File: config.mk
export PLATFORM = sky130hd
export DESIGN_NAME = prf
export DESIGN_NICKNAME = d
export VERILOG_FILES = /design/src/verilog/prf_pkg.sv /design/src/verilog/req_hold.sv /design/src/verilog/bank_arbiter.sv /design/src/verilog/bank_ram.sv /design/src/verilog/prf_read_path.sv /design/src/verilog/prf_wb_path.sv /design/src/verilog/prf.sv
export VERILOG_INCLUDE_DIRS = /design/src /design/src/verilog
export SDC_FILE = /design/constraint.sdc
export NUM_CORES = 2
export LEC_CHECK = 0
export BUFFER_PORTS_ARGS = -buffer_cell sky130_fd_sc_hd__buf_2
export CAP_MARGIN = 30
export CORE_MARGIN = 2
export CORE_UTILIZATION = 45
export CTS_BUF_LIST = sky130_fd_sc_hd__clkbuf_4 sky130_fd_sc_hd__clkbuf_8
export DETAILED_ROUTE_END_ITERATION = 10
export PLACE_DENSITY = 0.67
export SYNTH_ARGS = -nofsm -noshare
export SYNTH_HDL_FRONTEND = slang
export SYNTH_HIERARCHICAL = 1
export SYNTH_SLANG_ARGS = --single-unit
File: constraint.sdc
create_clock -name CLK -period 3.48 [get_ports CLK]
set_input_delay 0.522 -clock CLK [delete_from_list [all_inputs] [get_ports CLK]]
set_output_delay 0.522 -clock CLK [all_outputs]
set_load 0.05 [all_outputs]
File: src/verilog/prf_defines.svh
// ----------------------------------------------------------------------
// Size constants for the banked physical register file.
// Included by the package and by every module that sizes a port or
// an array. The package builds its field types from these.
// ----------------------------------------------------------------------

`ifndef PRF_DEFINES_SVH
`define PRF_DEFINES_SVH

// register file geometry
`define PRF_PR_COUNT    32
`define PRF_BANK_COUNT  4

// requesters competing for the banks
`define PRF_RR_COUNT    3
`define PRF_WR_COUNT    3

// field widths
`define PRF_DATA_W      32
`define PRF_PR_W        5
// low PR bits pick the bank, high bits pick the row
`define PRF_BANK_W      2
`define PRF_UPPER_PR_W  3
`define PRF_ROB_W       5

`endif

File: src/verilog/prf_pkg.sv
// ----------------------------------------------------------------------
// Field types and request / bus structs for the register file.
// Modules name these types by scope in their port lists and import
// the package inside the body.
// ----------------------------------------------------------------------

`include "prf_defines.svh"

package prf_pkg;

    typedef logic [`PRF_PR_W-1:0]       pr_t;
    typedef logic [`PRF_UPPER_PR_W-1:0] upper_pr_t;
    typedef logic [`PRF_DATA_W-1:0]     data_t;
    typedef logic [`PRF_ROB_W-1:0]      rob_index_t;

    // read request, just the register to read
    typedef struct packed {
        pr_t pr;
    } rd_req_t;

    // writeback request from an execution pipe
    typedef struct packed {
        pr_t        pr;
        data_t      data;
        rob_index_t rob_index;
    } wb_req_t;

    // per-bank writeback announcement, also drives the RAM write
    typedef struct packed {
        logic      valid;
        upper_pr_t upper_pr;
    } wb_bus_t;

    // per-bank completion to the ROB
    typedef struct packed {
        logic       valid;
        rob_index_t rob_index;
    } complete_t;

endpackage

File: src/verilog/req_hold.sv
// ----------------------------------------------------------------------
// Holding stage for one requester. A request that loses arbitration
// is kept here and replayed ahead of new input until it is granted.
// Used by both the read path and the writeback path.
// ----------------------------------------------------------------------

`timescale 1ns/1ps

module req_hold #(
    parameter type payload_t = logic
) (
    input  logic     CLK,
    input  logic     nRST,
    input  logic     in_valid,
    input  payload_t in_payload,
    input  logic     grant,
    output logic     ready,
    output logic     req_valid,
    output payload_t req_payload
);

    logic     held_valid;
    payload_t held_payload;

    // held request wins over anything new
    assign ready       = ~held_valid;
    assign req_valid   = held_valid | in_valid;
    assign req_payload = held_valid ? held_payload : in_payload;

    always_ff @(posedge CLK or negedge nRST) begin
        if (!nRST) begin
            held_valid <= 1'b0;
        end else begin
            held_valid <= req_valid & ~grant;
        end
    end

    always_ff @(posedge CLK) begin
        if (req_valid && !grant) begin
            held_payload <= req_payload;
        end
    end

    // a losing request is replayed unchanged on the next cycle
    a_hold_stable: assert property (@(posedge CLK) disable iff (!nRST)
        req_valid && !grant |=> held_valid && req_payload == $past(req_payload));

endmodule

File: src/verilog/bank_arbiter.sv
// ----------------------------------------------------------------------
// Round-robin arbiter for one bank. The winner is the lowest requester
// above the last winner, else the lowest requester overall. The last
// winner state moves only on a cycle that grants.
// ----------------------------------------------------------------------

`timescale 1ns/1ps

module bank_arbiter #(
    parameter int N_REQ = 3
) (
    input  logic             CLK,
    input  logic             nRST,
    input  logic [N_REQ-1:0] req,
    output logic [N_REQ-1:0] grant
);

    // set for requesters strictly above the last winner
    logic [N_REQ-1:0] last_mask;
    logic [N_REQ-1:0] next_mask;
    logic [N_REQ-1:0] masked_req;
    logic [N_REQ-1:0] masked_grant;
    logic [N_REQ-1:0] unmasked_grant;

    // lowest set bit by two's complement
    assign masked_req     = req & last_mask;
    assign masked_grant   = masked_req & (~masked_req + N_REQ'(1));
    assign unmasked_grant = req & (~req + N_REQ'(1));
    assign grant          = (|masked_req) ? masked_grant : unmasked_grant;

    // thermometer of everything above this grant
    always_comb begin
        next_mask = '0;
        for (int i = 1; i < N_REQ; i++) begin
            next_mask[i] = next_mask[i-1] | grant[i-1];
        end
    end

    always_ff @(posedge CLK or negedge nRST) begin
        if (!nRST) begin
            last_mask <= '0;
        end else if (|grant) begin
            last_mask <= next_mask;
        end
    end

    a_grant_onehot: assert property (@(posedge CLK) disable iff (!nRST)
        $onehot0(grant));
    a_grant_in_req: assert property (@(posedge CLK) disable iff (!nRST)
        (grant & ~req) == '0);

endmodule

File: src/verilog/bank_ram.sv
// ----------------------------------------------------------------------
// Storage for one register bank. One write port, written on the clock
// edge, and one combinational read port. All rows are zero after reset.
// ----------------------------------------------------------------------

`timescale 1ns/1ps

`include "prf_defines.svh"

module bank_ram (
    input  logic               CLK,
    input  logic               nRST,
    input  logic               wen,
    input  prf_pkg::upper_pr_t windex,
    input  prf_pkg::data_t     wdata,
    input  prf_pkg::upper_pr_t rindex,
    output prf_pkg::data_t     rdata
);

    import prf_pkg::*;

    localparam int ROWS = `PRF_PR_COUNT / `PRF_BANK_COUNT;

    data_t mem [ROWS];

    always_ff @(posedge CLK or negedge nRST) begin
        if (!nRST) begin
            for (int i = 0; i < ROWS; i++) begin
                mem[i] <= '0;
            end
        end else if (wen) begin
            mem[windex] <= wdata;
        end
    end

    assign rdata = mem[rindex];

endmodule

File: src/verilog/prf_read_path.sv
// ----------------------------------------------------------------------
// Read side of the register file. Each read requester goes through a
// holding stage, then competes for its bank. The granted row per bank
// is registered as the RAM read address and the grant returns as ack.
// ----------------------------------------------------------------------

`timescale 1ns/1ps

`include "prf_defines.svh"

module prf_read_path (
    input  logic                                      CLK,
    input  logic                                      nRST,
    input  logic [`PRF_RR_COUNT-1:0]                  rd_valid,
    input  prf_pkg::rd_req_t [`PRF_RR_COUNT-1:0]      rd_req,
    output logic [`PRF_RR_COUNT-1:0]                  rd_ready,
    output logic [`PRF_RR_COUNT-1:0]                  rd_ack,
    output prf_pkg::upper_pr_t [`PRF_BANK_COUNT-1:0]  rd_rindex
);

    import prf_pkg::*;

    logic [`PRF_RR_COUNT-1:0]                         req_valid;
    rd_req_t [`PRF_RR_COUNT-1:0]                      req_payload;
    logic [`PRF_RR_COUNT-1:0]                         grant_by_rr;
    logic [`PRF_BANK_COUNT-1:0][`PRF_RR_COUNT-1:0]    req_by_bank;
    logic [`PRF_BANK_COUNT-1:0][`PRF_RR_COUNT-1:0]    grant_by_bank;
    upper_pr_t [`PRF_BANK_COUNT-1:0]                  next_rindex;

    // ------------------------------------------------------------------
    // holding and arbitration

    for (genvar r = 0; r < `PRF_RR_COUNT; r++) begin : g_hold
        req_hold #(.payload_t(rd_req_t)) u_hold (
            .CLK         (CLK),
            .nRST        (nRST),
            .in_valid    (rd_valid[r]),
            .in_payload  (rd_req[r]),
            .grant       (grant_by_rr[r]),
            .ready       (rd_ready[r]),
            .req_valid   (req_valid[r]),
            .req_payload (req_payload[r])
        );
    end

    for (genvar b = 0; b < `PRF_BANK_COUNT; b++) begin : g_arb
        bank_arbiter #(.N_REQ(`PRF_RR_COUNT)) u_arb (
            .CLK   (CLK),
            .nRST  (nRST),
            .req   (req_by_bank[b]),
            .grant (grant_by_bank[b])
        );
    end

    // steer each request to the bank in its low PR bits
    always_comb begin
        req_by_bank = '0;
        for (int r = 0; r < `PRF_RR_COUNT; r++) begin
            req_by_bank[req_payload[r].pr[`PRF_BANK_W-1:0]][r] = req_valid[r];
        end
    end

    // ------------------------------------------------------------------
    // grant fold and row select

    always_comb begin
        grant_by_rr = '0;
        for (int b = 0; b < `PRF_BANK_COUNT; b++) begin
            grant_by_rr |= grant_by_bank[b];
            next_rindex[b] = '0;
            for (int r = 0; r < `PRF_RR_COUNT; r++) begin
                next_rindex[b] |= req_payload[r].pr[`PRF_PR_W-1:`PRF_BANK_W]
                    & {`PRF_UPPER_PR_W{grant_by_bank[b][r]}};
            end
        end
    end

    always_ff @(posedge CLK or negedge nRST) begin
        if (!nRST) begin
            rd_ack <= '0;
        end else begin
            rd_ack <= grant_by_rr;
        end
    end

    // read address holds until the bank grants again
    always_ff @(posedge CLK) begin
        for (int b = 0; b < `PRF_BANK_COUNT; b++) begin
            if (|grant_by_bank[b]) begin
                rd_rindex[b] <= next_rindex[b];
            end
        end
    end

endmodule

File: src/verilog/prf_wb_path.sv
// ----------------------------------------------------------------------
// Writeback side of the register file. Writebacks are held, arbitrated
// per bank and muxed by the one-hot grant into registered bus, complete
// and write data outputs. The registered wb_bus also drives the RAM
// write, so a write to PR 0 is dropped while its completion still goes out.
// ----------------------------------------------------------------------

`timescale 1ns/1ps

`include "prf_defines.svh"

module prf_wb_path (
    input  logic                                      CLK,
    input  logic                                      nRST,
    input  logic [`PRF_WR_COUNT-1:0]                  wb_valid,
    input  prf_pkg::wb_req_t [`PRF_WR_COUNT-1:0]      wb_req,
    output logic [`PRF_WR_COUNT-1:0]                  wb_ready,
    output prf_pkg::wb_bus_t [`PRF_BANK_COUNT-1:0]    wb_bus,
    output prf_pkg::complete_t [`PRF_BANK_COUNT-1:0]  complete,
    output prf_pkg::data_t [`PRF_BANK_COUNT-1:0]      ram_wdata
);

    import prf_pkg::*;

    logic [`PRF_WR_COUNT-1:0]                         req_valid;
    wb_req_t [`PRF_WR_COUNT-1:0]                      req_payload;
    logic [`PRF_WR_COUNT-1:0]                         grant_by_wr;
    logic [`PRF_BANK_COUNT-1:0][`PRF_WR_COUNT-1:0]    req_by_bank;
    logic [`PRF_BANK_COUNT-1:0][`PRF_WR_COUNT-1:0]    grant_by_bank;
    wb_bus_t [`PRF_BANK_COUNT-1:0]                    next_bus;
    complete_t [`PRF_BANK_COUNT-1:0]                  next_complete;
    data_t [`PRF_BANK_COUNT-1:0]                      next_wdata;

    // ------------------------------------------------------------------
    // holding and arbitration

    for (genvar w = 0; w < `PRF_WR_COUNT; w++) begin : g_hold
        req_hold #(.payload_t(wb_req_t)) u_hold (
            .CLK         (CLK),
            .nRST        (nRST),
            .in_valid    (wb_valid[w]),
            .in_payload  (wb_req[w]),
            .grant       (grant_by_wr[w]),
            .ready       (wb_ready[w]),
            .req_valid   (req_valid[w]),
            .req_payload (req_payload[w])
        );
    end

    for (genvar b = 0; b < `PRF_BANK_COUNT; b++) begin : g_arb
        bank_arbiter #(.N_REQ(`PRF_WR_COUNT)) u_arb (
            .CLK   (CLK),
            .nRST  (nRST),
            .req   (req_by_bank[b]),
            .grant (grant_by_bank[b])
        );
    end

    always_comb begin
        req_by_bank = '0;
        for (int w = 0; w < `PRF_WR_COUNT; w++) begin
            req_by_bank[req_payload[w].pr[`PRF_BANK_W-1:0]][w] = req_valid[w];
        end
    end

    // ------------------------------------------------------------------
    // one-hot mux of the winner per bank

    always_comb begin
        grant_by_wr = '0;
        for (int b = 0; b < `PRF_BANK_COUNT; b++) begin
            grant_by_wr |= grant_by_bank[b];
            next_bus[b].valid = |grant_by_bank[b];
            next_bus[b].upper_pr = '0;
            next_complete[b].valid = |grant_by_bank[b];
            next_complete[b].rob_index = '0;
            next_wdata[b] = '0;
            for (int w = 0; w < `PRF_WR_COUNT; w++) begin
                next_bus[b].upper_pr |= req_payload[w].pr[`PRF_PR_W-1:`PRF_BANK_W]
                    & {`PRF_UPPER_PR_W{grant_by_bank[b][w]}};
                next_complete[b].rob_index |= req_payload[w].rob_index
                    & {`PRF_ROB_W{grant_by_bank[b][w]}};
                next_wdata[b] |= req_payload[w].data & {`PRF_DATA_W{grant_by_bank[b][w]}};
            end
        end
        // PR 0 is bank 0 row 0, never written or announced
        if (next_bus[0].upper_pr == '0) begin
            next_bus[0].valid = 1'b0;
        end
    end

    always_ff @(posedge CLK or negedge nRST) begin
        if (!nRST) begin
            wb_bus   <= '0;
            complete <= '0;
        end else begin
            wb_bus   <= next_bus;
            complete <= next_complete;
        end
    end

    always_ff @(posedge CLK) begin
        ram_wdata <= next_wdata;
    end

    a_no_pr0_write: assert property (@(posedge CLK) disable iff (!nRST)
        !(wb_bus[0].valid && wb_bus[0].upper_pr == '0));

endmodule

File: src/verilog/prf.sv
// ----------------------------------------------------------------------
// Banked physical register file, top level. Joins the read path, the
// writeback path and one RAM per bank. Requesters see valid/ready per
// requester; results come out per bank one cycle after the grant.
// ----------------------------------------------------------------------

`timescale 1ns/1ps

`include "prf_defines.svh"

module prf (
    input  logic                                      CLK,
    input  logic                                      nRST,
    input  logic [`PRF_WR_COUNT-1:0]                  wb_valid,
    input  prf_pkg::wb_req_t [`PRF_WR_COUNT-1:0]      wb_req,
    input  logic [`PRF_RR_COUNT-1:0]                  rd_valid,
    input  prf_pkg::rd_req_t [`PRF_RR_COUNT-1:0]      rd_req,
    output logic [`PRF_WR_COUNT-1:0]                  wb_ready,
    output prf_pkg::wb_bus_t [`PRF_BANK_COUNT-1:0]    wb_bus,
    output prf_pkg::complete_t [`PRF_BANK_COUNT-1:0]  complete,
    output logic [`PRF_RR_COUNT-1:0]                  rd_ready,
    output logic [`PRF_RR_COUNT-1:0]                  rd_ack,
    output prf_pkg::data_t [`PRF_BANK_COUNT-1:0]      rd_data
);

    import prf_pkg::*;

    upper_pr_t [`PRF_BANK_COUNT-1:0] rd_rindex;
    data_t [`PRF_BANK_COUNT-1:0]     ram_wdata;

    prf_read_path u_read_path (
        .CLK       (CLK),
        .nRST      (nRST),
        .rd_valid  (rd_valid),
        .rd_req    (rd_req),
        .rd_ready  (rd_ready),
        .rd_ack    (rd_ack),
        .rd_rindex (rd_rindex)
    );

    prf_wb_path u_wb_path (
        .CLK       (CLK),
        .nRST      (nRST),
        .wb_valid  (wb_valid),
        .wb_req    (wb_req),
        .wb_ready  (wb_ready),
        .wb_bus    (wb_bus),
        .complete  (complete),
        .ram_wdata (ram_wdata)
    );

    // write enable and row come straight from the announced bus
    for (genvar b = 0; b < `PRF_BANK_COUNT; b++) begin : g_bank
        bank_ram u_ram (
            .CLK    (CLK),
            .nRST   (nRST),
            .wen    (wb_bus[b].valid),
            .windex (wb_bus[b].upper_pr),
            .wdata  (ram_wdata[b]),
            .rindex (rd_rindex[b]),
            .rdata  (rd_data[b])
        );
    end

endmodule

Yosys cells after proc, flatten, opt, wreduce, memory -nomap -nowiden
Index checks and enable logic that the tools add are counted.
{"block": "op_classes", "n_addsub": 16, "magnitude_cmp": 24, "muxes": 55, "bitwise_logic": 168, "reduce_logical": 39}
{"operator": "256-bit bitwise mux", "count": 4}
{"operator": "32-bit bitwise AND", "count": 12}
{"operator": "32-bit binary-select mux with 3-bit select", "count": 4}
{"operator": "32-bit demux with 3-bit select", "count": 4}
{"operator": "32-bit 2-to-1 mux", "count": 12}
{"operator": "32-bit OR", "count": 8}
{"operator": "3-bit bitwise AND", "count": 48}
{"operator": "42-bit 2-to-1 mux", "count": 3}
{"operator": "3-bit OR", "count": 22}
{"operator": "5-bit bitwise AND", "count": 12}
{"operator": "3-bit by 1-bit adder with 3-bit output, second input constant", "count": 16}
{"operator": "12-bit bitwise mux", "count": 4}
{"operator": "3-bit inverter", "count": 16}
{"operator": "3-bit OR reduction", "count": 16}
{"operator": "5-bit OR", "count": 8}
{"operator": "3-bit demux with 2-bit select", "count": 6}
{"operator": "4-bit >= comparator, second input constant", "count": 8}
{"operator": "3-bit inverter with 4-bit output", "count": 8}
{"operator": "3-bit 2-to-1 mux", "count": 10}
{"operator": "12-bit bitwise AND", "count": 2}
{"operator": "2-bit by 3-bit less-than comparator with 1-bit output, second input constant", "count": 6}
{"operator": "1-bit logical AND", "count": 16}
{"operator": "4-bit by 1-bit less-than comparator with 1-bit output, second input constant", "count": 4}
{"operator": "5-bit 2-to-1 mux", "count": 3}
{"operator": "8 further kinds", "count": 50}
{"block": "totals", "regBits": 1367, "out_inout_bits": 177}

Logic depth before layout (Yosys ltp)
{"block": "depth", "ltp_word": 18, "mapped_depth": 12, "depth_no_buf": 7}

Modules after synthesis
The synthesis kept the hierarchy.
{"mod": "bank_ram", "n_inst": 4, "cells_per_inst": 665, "area_per_inst_um2": 11639.9}
{"mod": "prf_wb_path", "n_inst": 1, "cells_per_inst": 571, "area_per_inst_um2": 6117.1}
{"mod": "req_hold at u_wb_path.g_hold[0].u_hold ...", "n_inst": 3, "cells_per_inst": 93, "area_per_inst_um2": 2004.4}
{"mod": "bank_arbiter", "n_inst": 8, "cells_per_inst": 16, "area_per_inst_um2": 140.1}
{"mod": "req_hold at u_read_path.g_hold[0].u_hold ...", "n_inst": 3, "cells_per_inst": 15, "area_per_inst_um2": 281.5}
{"mod": "prf_read_path", "n_inst": 1, "cells_per_inst": 61, "area_per_inst_um2": 739.5}

Least setup slack after synthesis
No wires, ideal clock.
{"block": "synth_path", "kind": "register -> register", "from": "register u_wb_path.g_hold[2].u_hold.held_valid", "to": "register u_wb_path/g_hold[0].u_hold/held_payload[0] (netlist name) (enable)", "t_arrival_ps": 3046, "t_required_ps": 3096, "slack_ps": 49, "stages_incl_launch_ff": 10, "path_cell_list": "dfrtp_1 -> buf_6 -> mux2_2 -> nor3b_1 -> nand2_2 -> and3_2 -> buf_4 -> clkbuf_1 -> or4_1 -> o21ba_2"}
{"element": "start: declaration", "line": "req_hold.sv:22", "text": "logic held_valid;"}
{"element": "start signal: assignment", "line": "req_hold.sv:34", "text": "held_valid <= req_valid & ~grant;"}
{"element": "end signal: assignment", "line": "req_hold.sv:40", "text": "held_payload <= req_payload;"}
{"element": "end: declaration", "line": "req_hold.sv:23", "text": "payload_t held_payload;"}

==> results.md <==
* Setup crit start kind: flop
* CP Data Required Time at 2960 ps
* Post-synth cell types at 41
* Total core area at 135000 um2
* Max_cap viols at 0
* Gpl congestion at 0.909
* Starting DRT DRC Count at 4433
* Post-route ant nets at 0
* Syn Nets at 3893
* Die width at 373 um
* Worst stage delay on the critical path at 570 ps
* Clock skew at 83.9 ps
* Pre-antenna DRT Iters at 11
* Ports at 326
* Class of the worst hold path: in2reg
* Failing checks: design-rule violations
* Slowest stage cell, crit path: mux4_1
* RSZ-0062 raised after global routing: true
* Critical Path AT at 2890 ps
* Clock Pin Slew Worst Setup and Hold Paths at 60 ps
* Total Power at 73.7 mW
* Setup-failing EPs final at 0
* Total Die Area at 139000 um2
* Slew margin rel. at 36.9%
* Largest net degree at the start of global routing at 155
* Post-layout minimum cycle time at 3410 ps
* GR Overflow Total at 0
* Fin. Hold Viols at 0
* Vias per cell at 5.88
* Placed insts at 5702
* Vias in the first global route at 37800
* EDFF count, synth at 153
* Yosys warnings at 6
* Worst VDD drop at 0.000752 V
* CTS tree: built
* Final net count at 4453
* Setup Total Neg Slack at 0 ps
* Post-route cell area at 72100 um2
* DP Area at 65000 um2
* GRT Overall Usage at 24.6%
* Share of layout cells above drive strength 1 at 51.3%
* Initial Utilization at 45.3%
* Crit path kind: reg2out
* Num rows at 135
* Crit path cell chain: buf_12 -> buf_16 -> mux4_1 -> mux2_2 -> buf_2
* Root buf cell: clkbuf_8
* Max Transition Viols Final at 0
* Layout overhead on the synthesized area at 17.4%
* H-tree depth at 4
* Status: complete, but fails checks
* Chip height at 373 um
* Count of input and output buffers at 325
* Hold_ws at 103 ps
* Via Count at 37000
* Post-Synthesis Cells at 3744
* Critical path fanouts, max at 10
* Inserted Clock Buffers at 221
* Fin crit share at 97.9%
* WL final at 172 mm
* Fmax at 0.293 GHz
* CP endpoint kind: output port
* Power density cells at 1020 nW/um2
* Slew of the pin with the lowest slew margin at 941 ps
* Post-synthesis cell area at 61400 um2
* FF+latch count, synth at 1367
* Fill cells at 11100
* Asr flop ratio synth at 79.4%
* Initial antenna violation count at 24
* Synth Flop Type: dfrtp_1
* Clk Latency, worst-skew pair at 990 ps
* WL/cell at 27.4 um
* Register area share after synthesis at 55.9%
* Detail Placement HPWL at 112 mm
* Clock sink count at 1367
* P_leak at 34.9 nW
* Maximum clock path buffer count at 3
* First-pass GRT wire length at 255 mm
* Layout Cells excl Fill at 6287
* Mapped Avg Cell Area at 16.4 um2
* Drt drc at 14
==> cell families after synthesis <==
logic type | Yosys count | share of synthesized area, %
compound gates | 234 | 3.57
simple gates | 123 | 1.44
mux | 1549 | 34.9
buf+inv | 471 | 4.21
flops | 1367 | 55.9
==> synth_stat cells, types with 9 or more instances <==
| cell | n | area [um2] |
|---|---|---|
| a21oi_1 | 16 | 80.1 |
| a222oi_1 | 172 | 1720 |
| buf_1 | 13 | 48.8 |
| buf_12 | 9 | 180 |
| buf_2 | 104 | 521 |
| buf_4 | 59 | 443 |
| buf_6 | 36 | 405 |
| clkbuf_1 | 48 | 180 |
| clkbuf_2 | 13 | 65.1 |
| dfrtp_1 | 1086 | 27200 |
| dfxtp_1 | 128 | 2560 |
| edfxtp_1 | 153 | 4590 |
| inv_1 | 186 | 698 |
| mux2_1 | 36 | 405 |
| mux2_2 | 1131 | 12700 |
| mux2_4 | 126 | 1890 |
| mux4_1 | 160 | 4200 |
| mux4_2 | 96 | 2160 |
| nand2_1 | 14 | 52.6 |
| nand4b_1 | 12 | 105 |
| nor2_1 | 14 | 52.6 |
| nor4bb_1 | 12 | 120 |
| o21a_1 | 24 | 180 |
==> sequential cells by signal, indices dropped and copies added, names as in the netlist <==
name and count:
u_read_path/g_hold.u_hold/held_valid 3, u_read_path/rd_ack 3, u_wb_path/wb_bus 13, u_wb_path/complete 24, g_bank.u_ram/mem 1024, u_read_path/g_hold.u_hold/held_payload 15, u_wb_path/g_hold.u_hold/held_valid 3, u_wb_path/g_arb.u_arb/last_mask 8
u_wb_path/g_hold.u_hold/held_payload 126, u_read_path/g_arb.u_arb/last_mask 8, u_read_path/rd_rindex 12, u_wb_path/ram_wdata 128
==> metrics by stage <==
stage	setup slack, ps	util (%)
floorplan	49.3	-
global placement	331	48.0
detailed placement	320	48.0
CTS	-17.8	53.2
global route	-24.8	53.2
finish	72.8	53.2
==> repair_timing <==
action                                  4_1_cts  5_1_grt
setup buffers                                 6        1
hold buffers                                142        0
endpoints found under the setup margin      128       26
cloned                                       10        1
gates resized for setup                     105       23
hold endpoints to repair                    666        0
==> critical path, delay by kind of cell, from the launching register on <==
kind	cells	cell delay (ps)
buffers and inverters	3	590
flip-flops	1	380
multiplexers	2	910
==> cell type report <==
class,instances,area [um2],area share [%]
Sequential cell,1367,34300,47.6
Multi-Input combinational cell,1906,24700,34.3
Timing Repair Buffer,622,5210,7.23
Clock buffer,373,4510,6.25
Tap cell,1781,2230,3.09
Inverter,186,698,0.968
Clock inverter,42,362,0.502
Antenna cell,10,25.0,0.0347
==> path summary, 6_finish.rpt <==
path                                                         start                                           end  slack, ps  cells after the start
hold / removal                                          wb_req[98]   u_wb_path/g_hold[2].u_hold/held_payload[14]        100                      2
setup / recovery                          u_read_path/rd_rindex[0]                                   rd_data[18]         70                      5
setup reg to reg           u_read_path/g_hold[0].u_hold/held_valid  u_read_path/g_hold[2].u_hold/held_payload[3]        320                      6
hold reg to reg                           g_bank[0].u_ram/mem[115]                      g_bank[0].u_ram/mem[115]        480                      1
min in group asynchronous                                     nRST                      g_bank[2].u_ram/mem[253]        120                      2
max in group asynchronous                                     nRST                      g_bank[3].u_ram/mem[226]       2060                      3
==> per-layer routing <==
layer | wire [um] | global-route usage, % | vias up | part of all wire [%]
met5 | 103 | 0 | - | 0.060
met4 | 4370 | 6.87 | 18 | 2.5
met3 | 14100 | 5.96 | 286 | 8.2
met2 | 78600 | 37.8 | 1512 | 46
met1 | 75100 | 34.8 | 19600 | 44
li1 | - | - | 15600 | -
==> where the power goes <==
group / leakage (nW) / internal [mW] / total, mW / switching [mW]
Combinational: 15.2 / 14.2 / 31.5 / 17.4
Sequential: 17.0 / 22.9 / 27.2 / 4.30
Clock: 2.61 / 8.39 / 14.9 / 6.56
==> placed cells by master, fill, tap and decap left out, types with 18 or more instances in the layout <==
master	netlist	final
a222oi_1	172	172
buf_12	9	35
buf_2	104	274
buf_4	59	129
buf_6	36	21
clkbuf_4	0	102
clkbuf_8	0	273
clkinv_2	0	18
dfrtp_1	1086	1083
dfxtp_1	128	128
dlygate4sd3_1	0	142
edfxtp_1	153	153
inv_1	186	186
mux2_1	36	36
mux2_2	1131	1108
mux2_4	126	149
mux4_1	160	149
mux4_2	96	107
Note: power is estimated with default switching activity, not from simulation.
